--- config.mk ---
export PLATFORM = sky130hd
export DESIGN_NAME = id_stage
export DESIGN_NICKNAME = d
export VERILOG_FILES = /design/src/rtl/id_pipe_pkg.sv /design/src/rtl/rv_isa_pkg.sv /design/src/rtl/id_decoder.sv /design/src/rtl/id_ex_register.sv /design/src/rtl/id_operand_unit.sv /design/src/rtl/id_stage.sv
export VERILOG_INCLUDE_DIRS = /design/src /design/src/rtl
export SDC_FILE = /design/constraint.sdc
export NUM_CORES = 1
export LEC_CHECK = 0
export ABC_AREA = 1
export BUFFER_PORTS_ARGS = -buffer_cell sky130_fd_sc_hd__clkbuf_2
export CORE_MARGIN = 2
export CORE_UTILIZATION = 35
export DETAILED_ROUTE_END_ITERATION = 10
export SYNTH_ARGS = -nofsm -noshare
export SYNTH_HDL_FRONTEND = slang
export SYNTH_SLANG_ARGS = --single-unit
--- constraint.sdc ---
create_clock -name clk -period 7.72 [get_ports clk]
set_clock_uncertainty 0.15 [all_clocks]
set_input_delay 2.316 -clock clk [delete_from_list [all_inputs] [get_ports clk]]
set_output_delay 2.316 -clock clk [all_outputs]
set_load 0.02 [all_outputs]
--- src/rtl/id_defines.svh ---
// Decode stage constants
// Data width, register field positions and reset values shared by the ID stage

`ifndef ID_DEFINES_SVH
`define ID_DEFINES_SVH

// Data and register address widths
`define ID_XLEN        32
`define ID_REG_ADDR_W  5

// Register fields inside the 32-bit instruction word
`define ID_RS1_MSB     19
`define ID_RS1_LSB     15
`define ID_RS2_MSB     24
`define ID_RS2_LSB     20
`define ID_RD_MSB      11
`define ID_RD_LSB      7

// ADDI x0,x0,0 held in the ID/EX word after reset
`define ID_NOP_INSTR   32'h0000_0013

// Link offset for JAL/JALR, no compressed support
`define ID_PC_INCR     32'd4

`endif

--- src/rtl/id_pipe_pkg.sv ---
// Decode stage pipeline types
// Mux selects, controller inputs and the IF/ID and ID/EX pipeline words

`include "id_defines.svh"

package id_pipe_pkg;

  // ALU operation, base ops then the branch compares
  typedef enum logic [3:0] {
    ALU_ADD, ALU_SUB, ALU_XOR, ALU_OR, ALU_AND, ALU_SLL, ALU_SRL, ALU_SRA,
    ALU_SLT, ALU_SLTU, ALU_EQ, ALU_NE, ALU_LT, ALU_GE, ALU_LTU, ALU_GEU
  } alu_op_e;

  // NONE is encoded as zero so a cleared decode holds the operands
  typedef enum logic [1:0] {OP_A_NONE, OP_A_REG, OP_A_PC, OP_A_ZERO} op_a_sel_e;
  typedef enum logic [1:0] {OP_B_NONE, OP_B_REG, OP_B_IMM, OP_B_PCINCR} op_b_sel_e;
  typedef enum logic [1:0] {IMM_I, IMM_S, IMM_U} imm_sel_e;
  typedef enum logic [1:0] {OP_C_NONE, OP_C_REG, OP_C_BCH} op_c_sel_e;
  typedef enum logic [1:0] {SEL_REGFILE, SEL_FW_EX, SEL_FW_WB} fw_sel_e;

  //////////////////////////////////////////////////////////////////////////
  // Stage inputs
  //////////////////////////////////////////////////////////////////////////

  typedef struct packed {
    logic                 instr_valid;
    logic [`ID_XLEN-1:0]  pc;
    logic [`ID_XLEN-1:0]  instr;
  } if_id_t;

  // Forward selects from the hazard logic
  typedef struct packed {
    fw_sel_e operand_a_fw_sel;
    fw_sel_e operand_b_fw_sel;
    fw_sel_e jalr_fw_sel;
    logic    deassert_we;
  } ctrl_byp_t;

  typedef struct packed {
    logic halt_id;
    logic kill_id;
  } ctrl_fsm_t;

  //////////////////////////////////////////////////////////////////////////
  // Internal results and the ID/EX word
  //////////////////////////////////////////////////////////////////////////

  typedef struct packed {
    logic                      alu_en;
    logic                      alu_bch;
    logic                      alu_jmp;
    logic                      alu_jmpr;
    alu_op_e                   alu_operator;
    logic                      lsu_en;
    logic                      lsu_we;
    logic [1:0]                lsu_size;
    logic                      lsu_sext;
    logic [1:0]                rf_re;
    logic                      rf_we;
    logic [`ID_REG_ADDR_W-1:0] rf_waddr;
    logic                      illegal_insn;
    op_a_sel_e                 op_a_sel;
    op_b_sel_e                 op_b_sel;
    imm_sel_e                  imm_b_sel;
    op_c_sel_e                 op_c_sel;
  } id_decode_t;

  typedef struct packed {
    logic [`ID_XLEN-1:0] operand_a;
    logic [`ID_XLEN-1:0] operand_b;
    logic [`ID_XLEN-1:0] operand_c;
    logic [`ID_XLEN-1:0] bch_target;
  } id_operands_t;

  typedef struct packed {
    logic                      instr_valid;
    logic                      alu_en;
    logic                      alu_bch;
    logic                      alu_jmp;
    alu_op_e                   alu_operator;
    logic                      lsu_en;
    logic                      lsu_we;
    logic [1:0]                lsu_size;
    logic                      lsu_sext;
    logic [`ID_XLEN-1:0]       operand_a;
    logic [`ID_XLEN-1:0]       operand_b;
    logic [`ID_XLEN-1:0]       operand_c;
    logic                      rf_we;
    logic [`ID_REG_ADDR_W-1:0] rf_waddr;
    logic                      illegal_insn;
    logic [`ID_XLEN-1:0]       pc;
    logic [`ID_XLEN-1:0]       instr;
  } id_ex_t;

endpackage

--- src/rtl/rv_isa_pkg.sv ---
// RV32I instruction encoding
// Major opcodes, funct3 codes and the field views of one instruction word

package rv_isa_pkg;

  // Major opcodes kept by this core
  typedef enum logic [6:0] {
    OPC_LOAD   = 7'b000_0011,
    OPC_OP_IMM = 7'b001_0011,
    OPC_AUIPC  = 7'b001_0111,
    OPC_STORE  = 7'b010_0011,
    OPC_OP     = 7'b011_0011,
    OPC_LUI    = 7'b011_0111,
    OPC_BRANCH = 7'b110_0011,
    OPC_JALR   = 7'b110_0111,
    OPC_JAL    = 7'b110_1111
  } opcode_e;

  typedef logic [2:0] funct3_t;

  // ALU funct3 codes, shared by OP and OP-IMM
  localparam funct3_t F3_ADD_SUB = 3'b000;
  localparam funct3_t F3_SLL     = 3'b001;
  localparam funct3_t F3_SLT     = 3'b010;
  localparam funct3_t F3_SLTU    = 3'b011;
  localparam funct3_t F3_XOR     = 3'b100;
  localparam funct3_t F3_SR      = 3'b101;
  localparam funct3_t F3_OR      = 3'b110;
  localparam funct3_t F3_AND     = 3'b111;

  //////////////////////////////////////////////////////////////////////////
  // Field layouts, MSB first
  //////////////////////////////////////////////////////////////////////////

  typedef struct packed {
    logic [6:0] funct7;
    logic [4:0] rs2;
    logic [4:0] rs1;
    funct3_t    funct3;
    logic [4:0] rd;
    opcode_e    opcode;
  } instr_r_t;

  typedef struct packed {
    logic [11:0] imm;
    logic [4:0]  rs1;
    funct3_t     funct3;
    logic [4:0]  rd;
    opcode_e     opcode;
  } instr_i_t;

  // B-type shares this layout with its immediate bits scrambled
  typedef struct packed {
    logic [6:0] imm_hi;
    logic [4:0] rs2;
    logic [4:0] rs1;
    funct3_t    funct3;
    logic [4:0] imm_lo;
    opcode_e    opcode;
  } instr_s_t;

  // J-type shares this layout
  typedef struct packed {
    logic [19:0] imm;
    logic [4:0]  rd;
    opcode_e     opcode;
  } instr_u_t;

  // One word, four readings
  typedef union packed {
    instr_r_t r;
    instr_i_t i;
    instr_s_t s;
    instr_u_t u;
  } rv_instr_u;

endpackage
--- src/rtl/id_decoder.sv ---
// RV32I instruction decoder
// Turns one instruction word into ALU/LSU control, register enables and mux selects

`timescale 1ns/1ps
`include "id_defines.svh"

module id_decoder import rv_isa_pkg::*, id_pipe_pkg::*; (
  input  rv_instr_u  instr_i,
  input  logic       deassert_we_i,
  output id_decode_t dec_o
);

  logic illegal;

  // Base ALU op from funct3, alt picks SUB/SRA
  function automatic alu_op_e alu_op_f3(input funct3_t f3, input logic alt);
    case (f3)
      F3_ADD_SUB: alu_op_f3 = alt ? ALU_SUB : ALU_ADD;
      F3_SLL:     alu_op_f3 = ALU_SLL;
      F3_SLT:     alu_op_f3 = ALU_SLT;
      F3_SLTU:    alu_op_f3 = ALU_SLTU;
      F3_XOR:     alu_op_f3 = ALU_XOR;
      F3_SR:      alu_op_f3 = alt ? ALU_SRA : ALU_SRL;
      F3_OR:      alu_op_f3 = ALU_OR;
      default:    alu_op_f3 = ALU_AND;
    endcase
  endfunction

  always_comb begin : decode
    // All-zero default is ADD with every select on NONE
    dec_o          = '0;
    dec_o.rf_waddr = instr_i[`ID_RD_MSB:`ID_RD_LSB];
    illegal        = 1'b0;

    case (instr_i.r.opcode)
      OPC_OP: begin
        dec_o.alu_en       = 1'b1;
        dec_o.rf_re        = 2'b11;
        dec_o.rf_we        = 1'b1;
        dec_o.op_a_sel     = OP_A_REG;
        dec_o.op_b_sel     = OP_B_REG;
        dec_o.alu_operator = alu_op_f3(instr_i.r.funct3, instr_i.r.funct7[5]);
        // Only ADD/SUB and SRL/SRA have a second funct7
        if (instr_i.r.funct7 == 7'h20) begin
          illegal = !(instr_i.r.funct3 inside {F3_ADD_SUB, F3_SR});
        end else begin
          illegal = (instr_i.r.funct7 != 7'h00);
        end
      end
      OPC_OP_IMM: begin
        dec_o.alu_en       = 1'b1;
        dec_o.rf_re        = 2'b01;
        dec_o.rf_we        = 1'b1;
        dec_o.op_a_sel     = OP_A_REG;
        dec_o.op_b_sel     = OP_B_IMM;
        dec_o.imm_b_sel    = IMM_I;
        // ADDI has no SUB form, so alt only counts for shifts
        dec_o.alu_operator = alu_op_f3(instr_i.i.funct3,
                                       (instr_i.i.funct3 == F3_SR) && instr_i.i.imm[10]);
        // Shift amount upper bits must be a legal funct7
        if (instr_i.i.funct3 == F3_SLL) begin
          illegal = (instr_i.i.imm[11:5] != 7'h00);
        end else if (instr_i.i.funct3 == F3_SR) begin
          illegal = !(instr_i.i.imm[11:5] inside {7'h00, 7'h20});
        end
      end
      OPC_LUI, OPC_AUIPC: begin
        dec_o.alu_en    = 1'b1;
        dec_o.rf_we     = 1'b1;
        dec_o.op_a_sel  = (instr_i.r.opcode == OPC_LUI) ? OP_A_ZERO : OP_A_PC;
        dec_o.op_b_sel  = OP_B_IMM;
        dec_o.imm_b_sel = IMM_U;
      end
      OPC_JAL, OPC_JALR: begin
        // ALU forms the link value PC + 4, target comes from the operand unit
        dec_o.alu_en   = 1'b1;
        dec_o.alu_jmp  = 1'b1;
        dec_o.rf_we    = 1'b1;
        dec_o.op_a_sel = OP_A_PC;
        dec_o.op_b_sel = OP_B_PCINCR;
        if (instr_i.r.opcode == OPC_JALR) begin
          dec_o.alu_jmpr = 1'b1;
          dec_o.rf_re    = 2'b01;
          illegal        = (instr_i.i.funct3 != 3'b000);
        end
      end
      OPC_BRANCH: begin
        dec_o.alu_en   = 1'b1;
        dec_o.alu_bch  = 1'b1;
        dec_o.rf_re    = 2'b11;
        dec_o.op_a_sel = OP_A_REG;
        dec_o.op_b_sel = OP_B_REG;
        dec_o.op_c_sel = OP_C_BCH;
        case (instr_i.r.funct3)
          3'b000:  dec_o.alu_operator = ALU_EQ;
          3'b001:  dec_o.alu_operator = ALU_NE;
          3'b100:  dec_o.alu_operator = ALU_LT;
          3'b101:  dec_o.alu_operator = ALU_GE;
          3'b110:  dec_o.alu_operator = ALU_LTU;
          3'b111:  dec_o.alu_operator = ALU_GEU;
          default: illegal = 1'b1;
        endcase
      end
      OPC_LOAD: begin
        // Address is rs1 + I immediate
        dec_o.lsu_en    = 1'b1;
        dec_o.lsu_size  = instr_i.i.funct3[1:0];
        dec_o.lsu_sext  = !instr_i.i.funct3[2];
        dec_o.rf_re     = 2'b01;
        dec_o.rf_we     = 1'b1;
        dec_o.op_a_sel  = OP_A_REG;
        dec_o.op_b_sel  = OP_B_IMM;
        dec_o.imm_b_sel = IMM_I;
        // LB LH LW LBU LHU only
        illegal = (instr_i.i.funct3 inside {3'b011, 3'b110, 3'b111});
      end
      OPC_STORE: begin
        // Store data rides on operand C
        dec_o.lsu_en    = 1'b1;
        dec_o.lsu_we    = 1'b1;
        dec_o.lsu_size  = instr_i.s.funct3[1:0];
        dec_o.rf_re     = 2'b11;
        dec_o.op_a_sel  = OP_A_REG;
        dec_o.op_b_sel  = OP_B_IMM;
        dec_o.imm_b_sel = IMM_S;
        dec_o.op_c_sel  = OP_C_REG;
        illegal = instr_i.s.funct3[2] || (instr_i.s.funct3[1:0] == 2'b11);
      end
      default: illegal = 1'b1;
    endcase

    // Illegal word carries no enables and leaves the operands alone
    if (illegal) begin
      dec_o              = '0;
      dec_o.illegal_insn = 1'b1;
    end

    // Controller suppresses side effects, e.g. after an exception
    if (deassert_we_i) begin
      dec_o.rf_we  = 1'b0;
      dec_o.lsu_en = 1'b0;
    end
  end

  // ALU and LSU never both claim one instruction
  a_alu_lsu_excl: assert final (!(dec_o.alu_en && dec_o.lsu_en));

endmodule

--- src/rtl/id_ex_register.sv ---
// ID/EX pipeline register
// Stage valid/ready under halt, kill and back-pressure, plus the registered ID/EX word

`timescale 1ns/1ps
`include "id_defines.svh"

module id_ex_register import id_pipe_pkg::*; (
  input  logic         clk,
  input  logic         rst_n,
  input  if_id_t       if_id_i,
  input  ctrl_fsm_t    fsm_i,
  input  id_decode_t   dec_i,
  input  id_operands_t opnd_i,
  input  logic         ex_ready_i,
  output logic         id_valid_o,
  output logic         id_ready_o,
  output id_ex_t       id_ex_o
);

  // Halt and kill both turn the slot into a bubble
  assign id_valid_o = if_id_i.instr_valid && !fsm_i.halt_id && !fsm_i.kill_id;
  // Kill drains ID regardless of EX
  assign id_ready_o = fsm_i.kill_id || (ex_ready_i && !fsm_i.halt_id);

  always_ff @(posedge clk or negedge rst_n) begin : id_ex_regs
    if (!rst_n) begin
      id_ex_o       <= '0;
      id_ex_o.instr <= `ID_NOP_INSTR;
    end else if (id_valid_o && ex_ready_i) begin
      id_ex_o.instr_valid <= 1'b1;

      // Operands only move when the instruction uses them
      if (dec_i.op_a_sel != OP_A_NONE) begin
        id_ex_o.operand_a <= opnd_i.operand_a;
      end
      if (dec_i.op_b_sel != OP_B_NONE) begin
        id_ex_o.operand_b <= opnd_i.operand_b;
      end
      if (dec_i.op_c_sel != OP_C_NONE) begin
        id_ex_o.operand_c <= opnd_i.operand_c;
      end

      // Unit fields follow their enable
      id_ex_o.alu_en <= dec_i.alu_en;
      if (dec_i.alu_en) begin
        id_ex_o.alu_bch      <= dec_i.alu_bch;
        id_ex_o.alu_jmp      <= dec_i.alu_jmp;
        id_ex_o.alu_operator <= dec_i.alu_operator;
      end

      id_ex_o.lsu_en <= dec_i.lsu_en;
      if (dec_i.lsu_en) begin
        id_ex_o.lsu_we   <= dec_i.lsu_we;
        id_ex_o.lsu_size <= dec_i.lsu_size;
        id_ex_o.lsu_sext <= dec_i.lsu_sext;
      end

      id_ex_o.rf_we <= dec_i.rf_we;
      if (dec_i.rf_we) begin
        id_ex_o.rf_waddr <= dec_i.rf_waddr;
      end

      id_ex_o.illegal_insn <= dec_i.illegal_insn;
      // PC and word kept for exceptions
      id_ex_o.pc           <= if_id_i.pc;
      id_ex_o.instr        <= if_id_i.instr;
    end else if (ex_ready_i) begin
      // EX took its item and nothing follows
      id_ex_o.instr_valid <= 1'b0;
    end
  end

  // EX stall freezes the whole word
  a_hold_on_stall: assert property (@(posedge clk) disable iff (!rst_n)
    !ex_ready_i |=> $stable(id_ex_o));

endmodule

--- src/rtl/id_operand_unit.sv ---
// Operand unit
// Builds immediates, forwards register data, picks operands A/B/C and computes targets

`timescale 1ns/1ps
`include "id_defines.svh"

module id_operand_unit import rv_isa_pkg::*, id_pipe_pkg::*; (
  input  logic [`ID_XLEN-1:0] pc_i,
  input  rv_instr_u           instr_i,
  input  id_decode_t          dec_i,
  input  ctrl_byp_t           byp_i,
  input  logic [`ID_XLEN-1:0] rf_rdata_a_i,
  input  logic [`ID_XLEN-1:0] rf_rdata_b_i,
  input  logic [`ID_XLEN-1:0] rf_wdata_ex_i,
  input  logic [`ID_XLEN-1:0] rf_wdata_wb_i,
  output id_operands_t        opnd_o,
  output logic [`ID_XLEN-1:0] jmp_target_o
);

  logic [`ID_XLEN-1:0] imm_i_type;
  logic [`ID_XLEN-1:0] imm_s_type;
  logic [`ID_XLEN-1:0] imm_b_type;
  logic [`ID_XLEN-1:0] imm_u_type;
  logic [`ID_XLEN-1:0] imm_j_type;
  logic [`ID_XLEN-1:0] imm_b;
  logic [`ID_XLEN-1:0] operand_a_fw;
  logic [`ID_XLEN-1:0] operand_b_fw;
  logic [`ID_XLEN-1:0] jalr_fw;

  // One forward mux, used for rs1, rs2 and the JALR base
  function automatic logic [`ID_XLEN-1:0] fwd_mux(input fw_sel_e             sel,
                                                  input logic [`ID_XLEN-1:0] rf_data,
                                                  input logic [`ID_XLEN-1:0] ex_data,
                                                  input logic [`ID_XLEN-1:0] wb_data);
    case (sel)
      SEL_FW_EX: fwd_mux = ex_data;
      SEL_FW_WB: fwd_mux = wb_data;
      default:   fwd_mux = rf_data;
    endcase
  endfunction

  ////////////////////////////////////////////////////////////////////////////
  // Immediates
  ////////////////////////////////////////////////////////////////////////////

  assign imm_i_type = {{20{instr_i.i.imm[11]}}, instr_i.i.imm};
  assign imm_s_type = {{20{instr_i.s.imm_hi[6]}}, instr_i.s.imm_hi, instr_i.s.imm_lo};
  // B-type: imm[12|10:5] in the high field, imm[4:1|11] in the low field
  assign imm_b_type = {{19{instr_i.s.imm_hi[6]}}, instr_i.s.imm_hi[6], instr_i.s.imm_lo[0],
                       instr_i.s.imm_hi[5:0], instr_i.s.imm_lo[4:1], 1'b0};
  assign imm_u_type = {instr_i.u.imm, 12'b0};
  // J-type: imm[20|10:1|11|19:12] packed into the U field
  assign imm_j_type = {{12{instr_i.u.imm[19]}}, instr_i.u.imm[7:0], instr_i.u.imm[8],
                       instr_i.u.imm[18:9], 1'b0};

  // Immediate for operand B
  always_comb begin : imm_b_mux
    case (dec_i.imm_b_sel)
      IMM_S:   imm_b = imm_s_type;
      IMM_U:   imm_b = imm_u_type;
      default: imm_b = imm_i_type;
    endcase
  end

  ////////////////////////////////////////////////////////////////////////////
  // Forwarding and operand muxes
  ////////////////////////////////////////////////////////////////////////////

  assign operand_a_fw = fwd_mux(byp_i.operand_a_fw_sel, rf_rdata_a_i,
                                rf_wdata_ex_i, rf_wdata_wb_i);
  assign operand_b_fw = fwd_mux(byp_i.operand_b_fw_sel, rf_rdata_b_i,
                                rf_wdata_ex_i, rf_wdata_wb_i);
  assign jalr_fw      = fwd_mux(byp_i.jalr_fw_sel, rf_rdata_a_i,
                                rf_wdata_ex_i, rf_wdata_wb_i);

  always_comb begin : operand_a_mux
    case (dec_i.op_a_sel)
      OP_A_PC:   opnd_o.operand_a = pc_i;
      OP_A_ZERO: opnd_o.operand_a = '0;
      default:   opnd_o.operand_a = operand_a_fw;
    endcase
  end

  always_comb begin : operand_b_mux
    case (dec_i.op_b_sel)
      OP_B_IMM:    opnd_o.operand_b = imm_b;
      OP_B_PCINCR: opnd_o.operand_b = `ID_PC_INCR;
      default:     opnd_o.operand_b = operand_b_fw;
    endcase
  end

  // Store data or branch target
  assign opnd_o.operand_c = (dec_i.op_c_sel == OP_C_BCH) ? opnd_o.bch_target : operand_b_fw;

  ////////////////////////////////////////////////////////////////////////////
  // Targets
  ////////////////////////////////////////////////////////////////////////////

  assign opnd_o.bch_target = pc_i + imm_b_type;

  // JALR clears bit 0 of the sum
  assign jmp_target_o = dec_i.alu_jmpr ? ((jalr_fw + imm_i_type) & ~`ID_XLEN'd1)
                                       : (pc_i + imm_j_type);

endmodule

--- src/rtl/id_stage.sv ---
// RV32I instruction decode stage
// Decoder and operand unit side by side, both feeding the ID/EX register

`timescale 1ns/1ps
`include "id_defines.svh"

module id_stage import rv_isa_pkg::*, id_pipe_pkg::*; (
  input  logic                      clk,
  input  logic                      rst_n,
  input  if_id_t                    if_id_i,
  input  ctrl_byp_t                 ctrl_byp_i,
  input  ctrl_fsm_t                 ctrl_fsm_i,
  input  logic [`ID_XLEN-1:0]       rf_rdata_a_i,
  input  logic [`ID_XLEN-1:0]       rf_rdata_b_i,
  input  logic [`ID_XLEN-1:0]       rf_wdata_ex_i,
  input  logic [`ID_XLEN-1:0]       rf_wdata_wb_i,
  input  logic                      ex_ready_i,
  output logic [1:0]                rf_re_o,
  output logic [`ID_REG_ADDR_W-1:0] rf_raddr_a_o,
  output logic [`ID_REG_ADDR_W-1:0] rf_raddr_b_o,
  output logic [`ID_XLEN-1:0]       jmp_target_o,
  output logic                      alu_jmp_o,
  output id_ex_t                    id_ex_o,
  output logic                      id_valid_o,
  output logic                      id_ready_o
);

  rv_instr_u    instr;
  id_decode_t   dec;
  id_operands_t opnd;

  assign instr = if_id_i.instr;

  // Register file read side, straight from the word
  assign rf_re_o      = dec.rf_re;
  assign rf_raddr_a_o = if_id_i.instr[`ID_RS1_MSB:`ID_RS1_LSB];
  assign rf_raddr_b_o = if_id_i.instr[`ID_RS2_MSB:`ID_RS2_LSB];
  // Early jump request to fetch
  assign alu_jmp_o    = dec.alu_jmp;

  id_decoder u_decoder (
    .instr_i       (instr),
    .deassert_we_i (ctrl_byp_i.deassert_we),
    .dec_o         (dec)
  );

  id_operand_unit u_operand_unit (
    .pc_i          (if_id_i.pc),
    .instr_i       (instr),
    .dec_i         (dec),
    .byp_i         (ctrl_byp_i),
    .rf_rdata_a_i  (rf_rdata_a_i),
    .rf_rdata_b_i  (rf_rdata_b_i),
    .rf_wdata_ex_i (rf_wdata_ex_i),
    .rf_wdata_wb_i (rf_wdata_wb_i),
    .opnd_o        (opnd),
    .jmp_target_o  (jmp_target_o)
  );

  id_ex_register u_id_ex_register (
    .clk        (clk),
    .rst_n      (rst_n),
    .if_id_i    (if_id_i),
    .fsm_i      (ctrl_fsm_i),
    .dec_i      (dec),
    .opnd_i     (opnd),
    .ex_ready_i (ex_ready_i),
    .id_valid_o (id_valid_o),
    .id_ready_o (id_ready_o),
    .id_ex_o    (id_ex_o)
  );

endmodule

# Word level (Yosys, flattened, before mapping)
# Cells that the tools add are included.
[totals] out_inout_bits=227 ff_bits=180 elab_cells=132 inputBits=205
[classes] reduce_logical=39 mux=42 n_eq_ne=31 n_addsub=3
[op_table] cell="one-hot mux 32 bit (2 select lines)" count=5
[op_table] cell="adder 32 bit" count=3
[op_table] cell="2-to-1 mux 32 bit" count=2
[op_table] cell="one-hot mux 31 bit (2 select lines)" count=1
[op_table] cell="one-hot mux 4 bit (7 select lines)" count=2
[op_table] cell="2-to-1 mux 30 bit" count=1
[op_table] cell="== test 7 x 6 -> 1 bit (second input constant)" count=4
[op_table] cell="one-hot mux 4 bit (6 select lines)" count=1
[op_table] cell="2-to-1 mux 1 bit" count=22
[op_table] cell="== test 7 bit (second input constant)" count=3
[op_table] cell="== test 2 bit (second input constant)" count=10
[op_table] cell="one-hot mux 4 bit (4 select lines)" count=1
[op_table] cell="== test 7 x 5 -> 1 bit (second input constant)" count=2
[op_table] cell="OR reduction 7 bit" count=2
[op_table] cell="== test 3 bit (second input constant)" count=4
[op_table] cell="one-hot mux 4 bit (3 select lines)" count=1
[op_table] cell="AND reduction 2 bit" count=6
[op_table] cell="nonzero test 2 bit" count=6
[op_table] cell="OR reduction 2 bit" count=5
[op_table] cell="== test 2 x 1 -> 1 bit (second input constant)" count=4
[op_table] cell="one-hot mux 2 bit (2 select lines)" count=2
[op_table] cell="== test 7 x 2 -> 1 bit (second input constant)" count=1
[op_table] cell="logical NOT 7 bit" count=1
[op_table] cell="one-hot mux 1 bit (7 select lines)" count=1
[op_table] cell="12 further kinds" count=25

# Longest topological paths before layout
[logic_depth] ltp_word=10 depth_mapped=22 mapped_depth_nobuf=20

# Modules after synthesis
# A second synthesis with hierarchy kept.
[unflattened] cells_unflattened=2539 hier_area_um2=16355.7
[modules_own_cells] mod="id_operand_unit" instances=1 cells_per_inst=1597 area_each_um2=8549.4 seq_area_each_um2=0.0
[modules_own_cells] mod="id_ex_register" instances=1 cells_per_inst=787 area_each_um2=7044.3 seq_area_each_um2=4508.1
[modules_own_cells] mod="id_decoder" instances=1 cells_per_inst=145 area_each_um2=686.9 seq_area_each_um2=0.0
[modules_own_cells] mod="id_stage" instances=1 cells_per_inst=10 area_each_um2=75.1 seq_area_each_um2=0.0

# Least setup slack after synthesis
# Ideal clock, no wire load.
[synth_path] path_kind="input port to output port" startpoint="in ctrl_byp_i[1] (netlist name)" endpoint="out jmp_target_o[22]" path_slack_ns=-0.222 required_time_ns=5.254 t_arrival_ns=5.476 stages=17 path_buffers=2 path_cell_list="inv_1 -> ha_1 -> inv_1 -> clkbuf_1 -> clkbuf_1 -> o221ai_1 -> o21ai_0 -> inv_1 -> ha_1 -> nand2_1 -> o21ai_0 -> a21oi_1 -> o21ai_0 -> nand2_1 -> nand2_1 -> nor2_1 -> o21ai_0"
[synth_between] elab_chain_cells=4 word_cells_on_any_way=5 classes_between="1 x add/sub; 2 x eq/ne; 2 x mux"
[synth_lines] item="start, declared" line="id_stage.sv:11" rtl="input ctrl_byp_t ctrl_byp_i,"
[synth_lines] item="== test 2 bit or == test 2 x 1 -> 1 bit (tied branches)" line="id_operand_unit.sv:35" rtl="case (sel)"
[synth_lines] item="one-hot mux 32 bit (2 select lines) (*)" line="id_operand_unit.sv:35"
[synth_lines] item="adder 32 bit (*)" line="id_operand_unit.sv:102" rtl="assign jmp_target_o = dec_i.alu_jmpr ? ((jalr_fw + imm_i_type) & ~`ID_XLEN'd1)"
[synth_lines] item="2-to-1 mux 32 bit (*)" line="id_operand_unit.sv:102"
[synth_lines] item="end, declared" line="id_stage.sv:21" rtl="output logic [`ID_XLEN-1:0] jmp_target_o,"
# Every way passes the cells marked *; elsewhere a longest branch is shown, timed or not.

# Final worst setup path
[layout_path] startpoint="in ctrl_byp_i[1] (netlist name)" endpoint="out jmp_target_o[30]"
# Same word-level chain as after synthesis.

==> metrics.yaml <==
synth:
  dominantRegCellSynth: "dfrtp_1"
  syn-cell-area_sq_mm: 0.01691
  mean_cell_area_of_the_mapped_netlist_sq_um: 6.077
  yosysMostFrequentCell: "nand2_1"
  synth_enable_flop_cells: 0
  synth_cells: 2783
  synthesis.nets: 3072
  yosys.area.top_type_share_pct: 26.19
  yosys_warnings: 0
  synth_async_sr_flop_share_pct: 100.0
  synth.distinct_cells: 48
  yosys-top-cells-count: "nand2_1, inv_1, nor2_1"
  synth.yosys.seq_area_share_pct: 26.66
  synth.area.top_cells: "dfrtp_1, nand2_1, inv_1"
  synth.ff_latch_count: 180
  synth_top_area_cell: "dfrtp_1"
route:
  drt_first_iter_violations: 2099
  wirelength_microns: 87520
  vias: 20410
  antenna_left: 0
  route.detailed.wl_per_inst_microns: 22.61
  first_pass_iters: 6
  vias_per_cell: 5.272
  post-route-drc-count: 0
final_layout:
  registers.top_by_ff_count: "u_id_ex_register.id_ex_o"
  largest_registers: "u_id_ex_register.id_ex_o x180"
  areaGrowthSynthToFinish_pct: 25.19
  instances_no_fill: 3871
  drive_above_1_share_pct: 20.60
  finish.net_count: 3528
  largest_reg_flops: 180
  stdcell_area_sq_mm: 0.02117
  finish.utilization_pct: 44.34
worst_setup_path:
  critical-path-slowest-cell: "ha_1"
  crit_type: "in2out"
  ff2ff_setup_slack_ns: 6.82
  critPathArrivalTime_ns: 5.12
  cpLargestDelayFamily: "compound AO/OA/AOI/OAI gates"
  cpMostUsedCell: "nand2_1"
  cp-start-kind: "input port"
  crit_chain: "clkbuf_2 -> inv_1 -> ha_4 -> buf_4 -> a221o_1 -> o21ai_0 -> inv_1 -> ha_1 -> a21oi_1 -> o21ai_0 -> a21oi_1 -> nor2_1 -> nor2_1 -> nand2_1 -> nand2_1 -> nand3_1 -> nand2_1 -> clkbuf_2"
  timing.critical_path.to_type: "output pin"
  crit_fanout: 5
  worstPathRequired_ns: 5.25
  crit_path_max_incr_delay_ns: 0.31
  cp_num_buf_inv: 5
die:
  initial_utilization_pct: 35.42
  fp.dieArea_sq_mm: 0.05010
  die_w_microns: 223.8
  top_level_ports: 432
  placeableCoreArea_sq_mm: 0.04775
  fp-row-count: 80
  die_height_microns: 223.8
timing:
  holdWs_ns: 0.3187
  slew_viol_final: 0
  timing.max_slew.rel_slack_pct: 18.34
  achievable-frequency_mhz: 131.9
  timing.final.crit_period_ns: 7.584
  setup_viol: 0
  finalCritPeriodShare_pct: 98.23
  hold_violations: 0
  timing_worst_slew_pin_value_ns: 1.225
grt:
  track_usage_pct: 34.60
  vias_in_the_first_global_route: 19170
  grt_overflow_total: 0
  antenna_found_initial: 6
  grt_pass1_wl_microns: 126500
  grt_max_degree: 78
clock_tree:
  clk_sink_count: 180
  cts.reportedPaths.clkPinSlew_ns: 0.08
  h_tree_depth: 4
  cts_made_buffers: 17
  clock_insertion_delay_worst_skew_ns: 0.47
  tritoncts: "built"
  cts.path.max_buffers: 2
  clock_root_buffer_master: "clkbuf_16"
pwr:
  swShare_pct: 44.36
  leakagePower_nw: 12.04
  internal_power_mw: 2.063
  combPwrFrac_pct: 45.7
  powerDensity_mw_per_mm2: 175.1
  share_clk_of_total_power_pct: 24.1
  p_seq_share_pct: 30.2
  power_switching_mw: 1.645
  peakVddDrop_v: 0.0001673
job:
  drv.max_cap_violation_count: 0
placed_design:
  port_buffers: 431
  placement_stage_cell_area_sq_mm: 0.02026
  numPlacedInstances: 3832
  gpl.final_weighted_congestion: 1.027
  place_hpwl_microns: 72480
worst_hold_path:
  worstHoldPathType: "reg2reg"
status:
  status: "finished clean"
==> final cells by class <==
cell class / instances / area [sq um]
fill: 5270 / 26570
multi-input combinational: 2032 / 10430
sequential: 180 / 4508
timing repair buffer: 554 / 3161
inverter: 454 / 1710
tap: 615 / 769.5
clock buffer: 17 / 425.4
clock inverter: 15 / 158.9
antenna: 4 / 10.01
==> layout by cell type (no fill, tap or decap), types with 21 or more instances in the layout <==
master | netlist | routed
a21oi_1 | 132 | 121
buf_4 | 16 | 118
clkbuf_2 | 0 | 427
dfrtp_1 | 177 | 177
ha_1 | 81 | 67
inv_1 | 437 | 435
nand2_1 | 802 | 796
nand3_1 | 164 | 164
nand4_1 | 28 | 28
nor2_1 | 341 | 332
o211ai_1 | 62 | 62
o21ai_0 | 208 | 201
o221ai_1 | 26 | 26
o22ai_1 | 21 | 21
xor2_1 | 24 | 24
==> cells by family (layout without fill, tap and decap cells) <==
family / after synthesis / count (layout) / share of synthesized area [%]
other cells: 0 / 4 / 0
mux: 19 / 19 / 1.124
compound gates: 501 / 501 / 17.10
flops: 180 / 180 / 26.66
xor+xnor: 37 / 37 / 1.916
fa+ha+maj: 84 / 84 / 6.348
simple gates: 1391 / 1391 / 33.51
buf+inv: 571 / 1040 / 13.35
==> power groups by stage <==
stage / clock network (mW) / registers [mW] / logic [mW]
after floorplan: 0 / 1.27 / 0.771
after global placement: 0 / 1.14 / 1.62
after detailed placement: 0 / 1.14 / 1.61
after CTS: 0.915 / 1.12 / 1.62
after global routing: 0.947 / 1.13 / 1.83
final: 0.893 / 1.12 / 1.69
==> final timing paths <==
path,startpoint,endpoint,cells past startpoint
max in group asynchronous,rst_n,u_id_ex_register.id_ex_o[64]$_DFFE_PN0P_,2
worst min-delay path,u_id_ex_register.id_ex_o[0]$_DFFE_PN1P_,u_id_ex_register.id_ex_o[0]$_DFFE_PN1P_,2
worst max register to register,u_id_ex_register.id_ex_o[87]$_DFFE_PN0P_,u_id_ex_register.id_ex_o[87]$_DFFE_PN0P_,3
worst min register to register,u_id_ex_register.id_ex_o[0]$_DFFE_PN1P_,u_id_ex_register.id_ex_o[0]$_DFFE_PN1P_,2
min in group asynchronous,rst_n,u_id_ex_register.id_ex_o[3]$_DFFE_PN0P_,1
worst max-delay path,ctrl_byp_i[1],jmp_target_o[30],18
==> metal layers <==
metal,GRT usage [%],share of wire [%]
met3,5.981,7.5
met2,53.22,43
met1,44.98,42
met4,22.09,7.1
met5,0,0
==> worst register-to-register path, stage by stage, from the launching register on <==
cell      delay (ns)
dfrtp_1         0.38
nand2_1         0.07
inv_1           0.04
o21bai_1        0.15
==> per-stage QoR <==
stage | setup TNS (ns) | worst slack [ns] | power (mW)
6_report | 0 | 0.1364 | 3.707
2_1_floorplan | 0 | 0.03614 | 2.039
5_1_grt | -0.06301 | -0.02587 | 3.914
3_3_place_gp | -0.1794 | -0.1124 | 2.752
4_1_cts | 0 | 0.02931 | 3.655
3_5_place_dp | -0.2352 | -0.1251 | 2.747
==> repair_timing <==
item / 4_1_cts / 5_1_grt
buffers inserted: 0 / 2
resized for setup: 5 / 59
pin swaps: 0 / 4
setup endpoints to repair: 5 / 25
gates cloned: 0 / 1
hold buffers: 0 / 0
No activity file was read; power rests on OpenSTA's default activity.
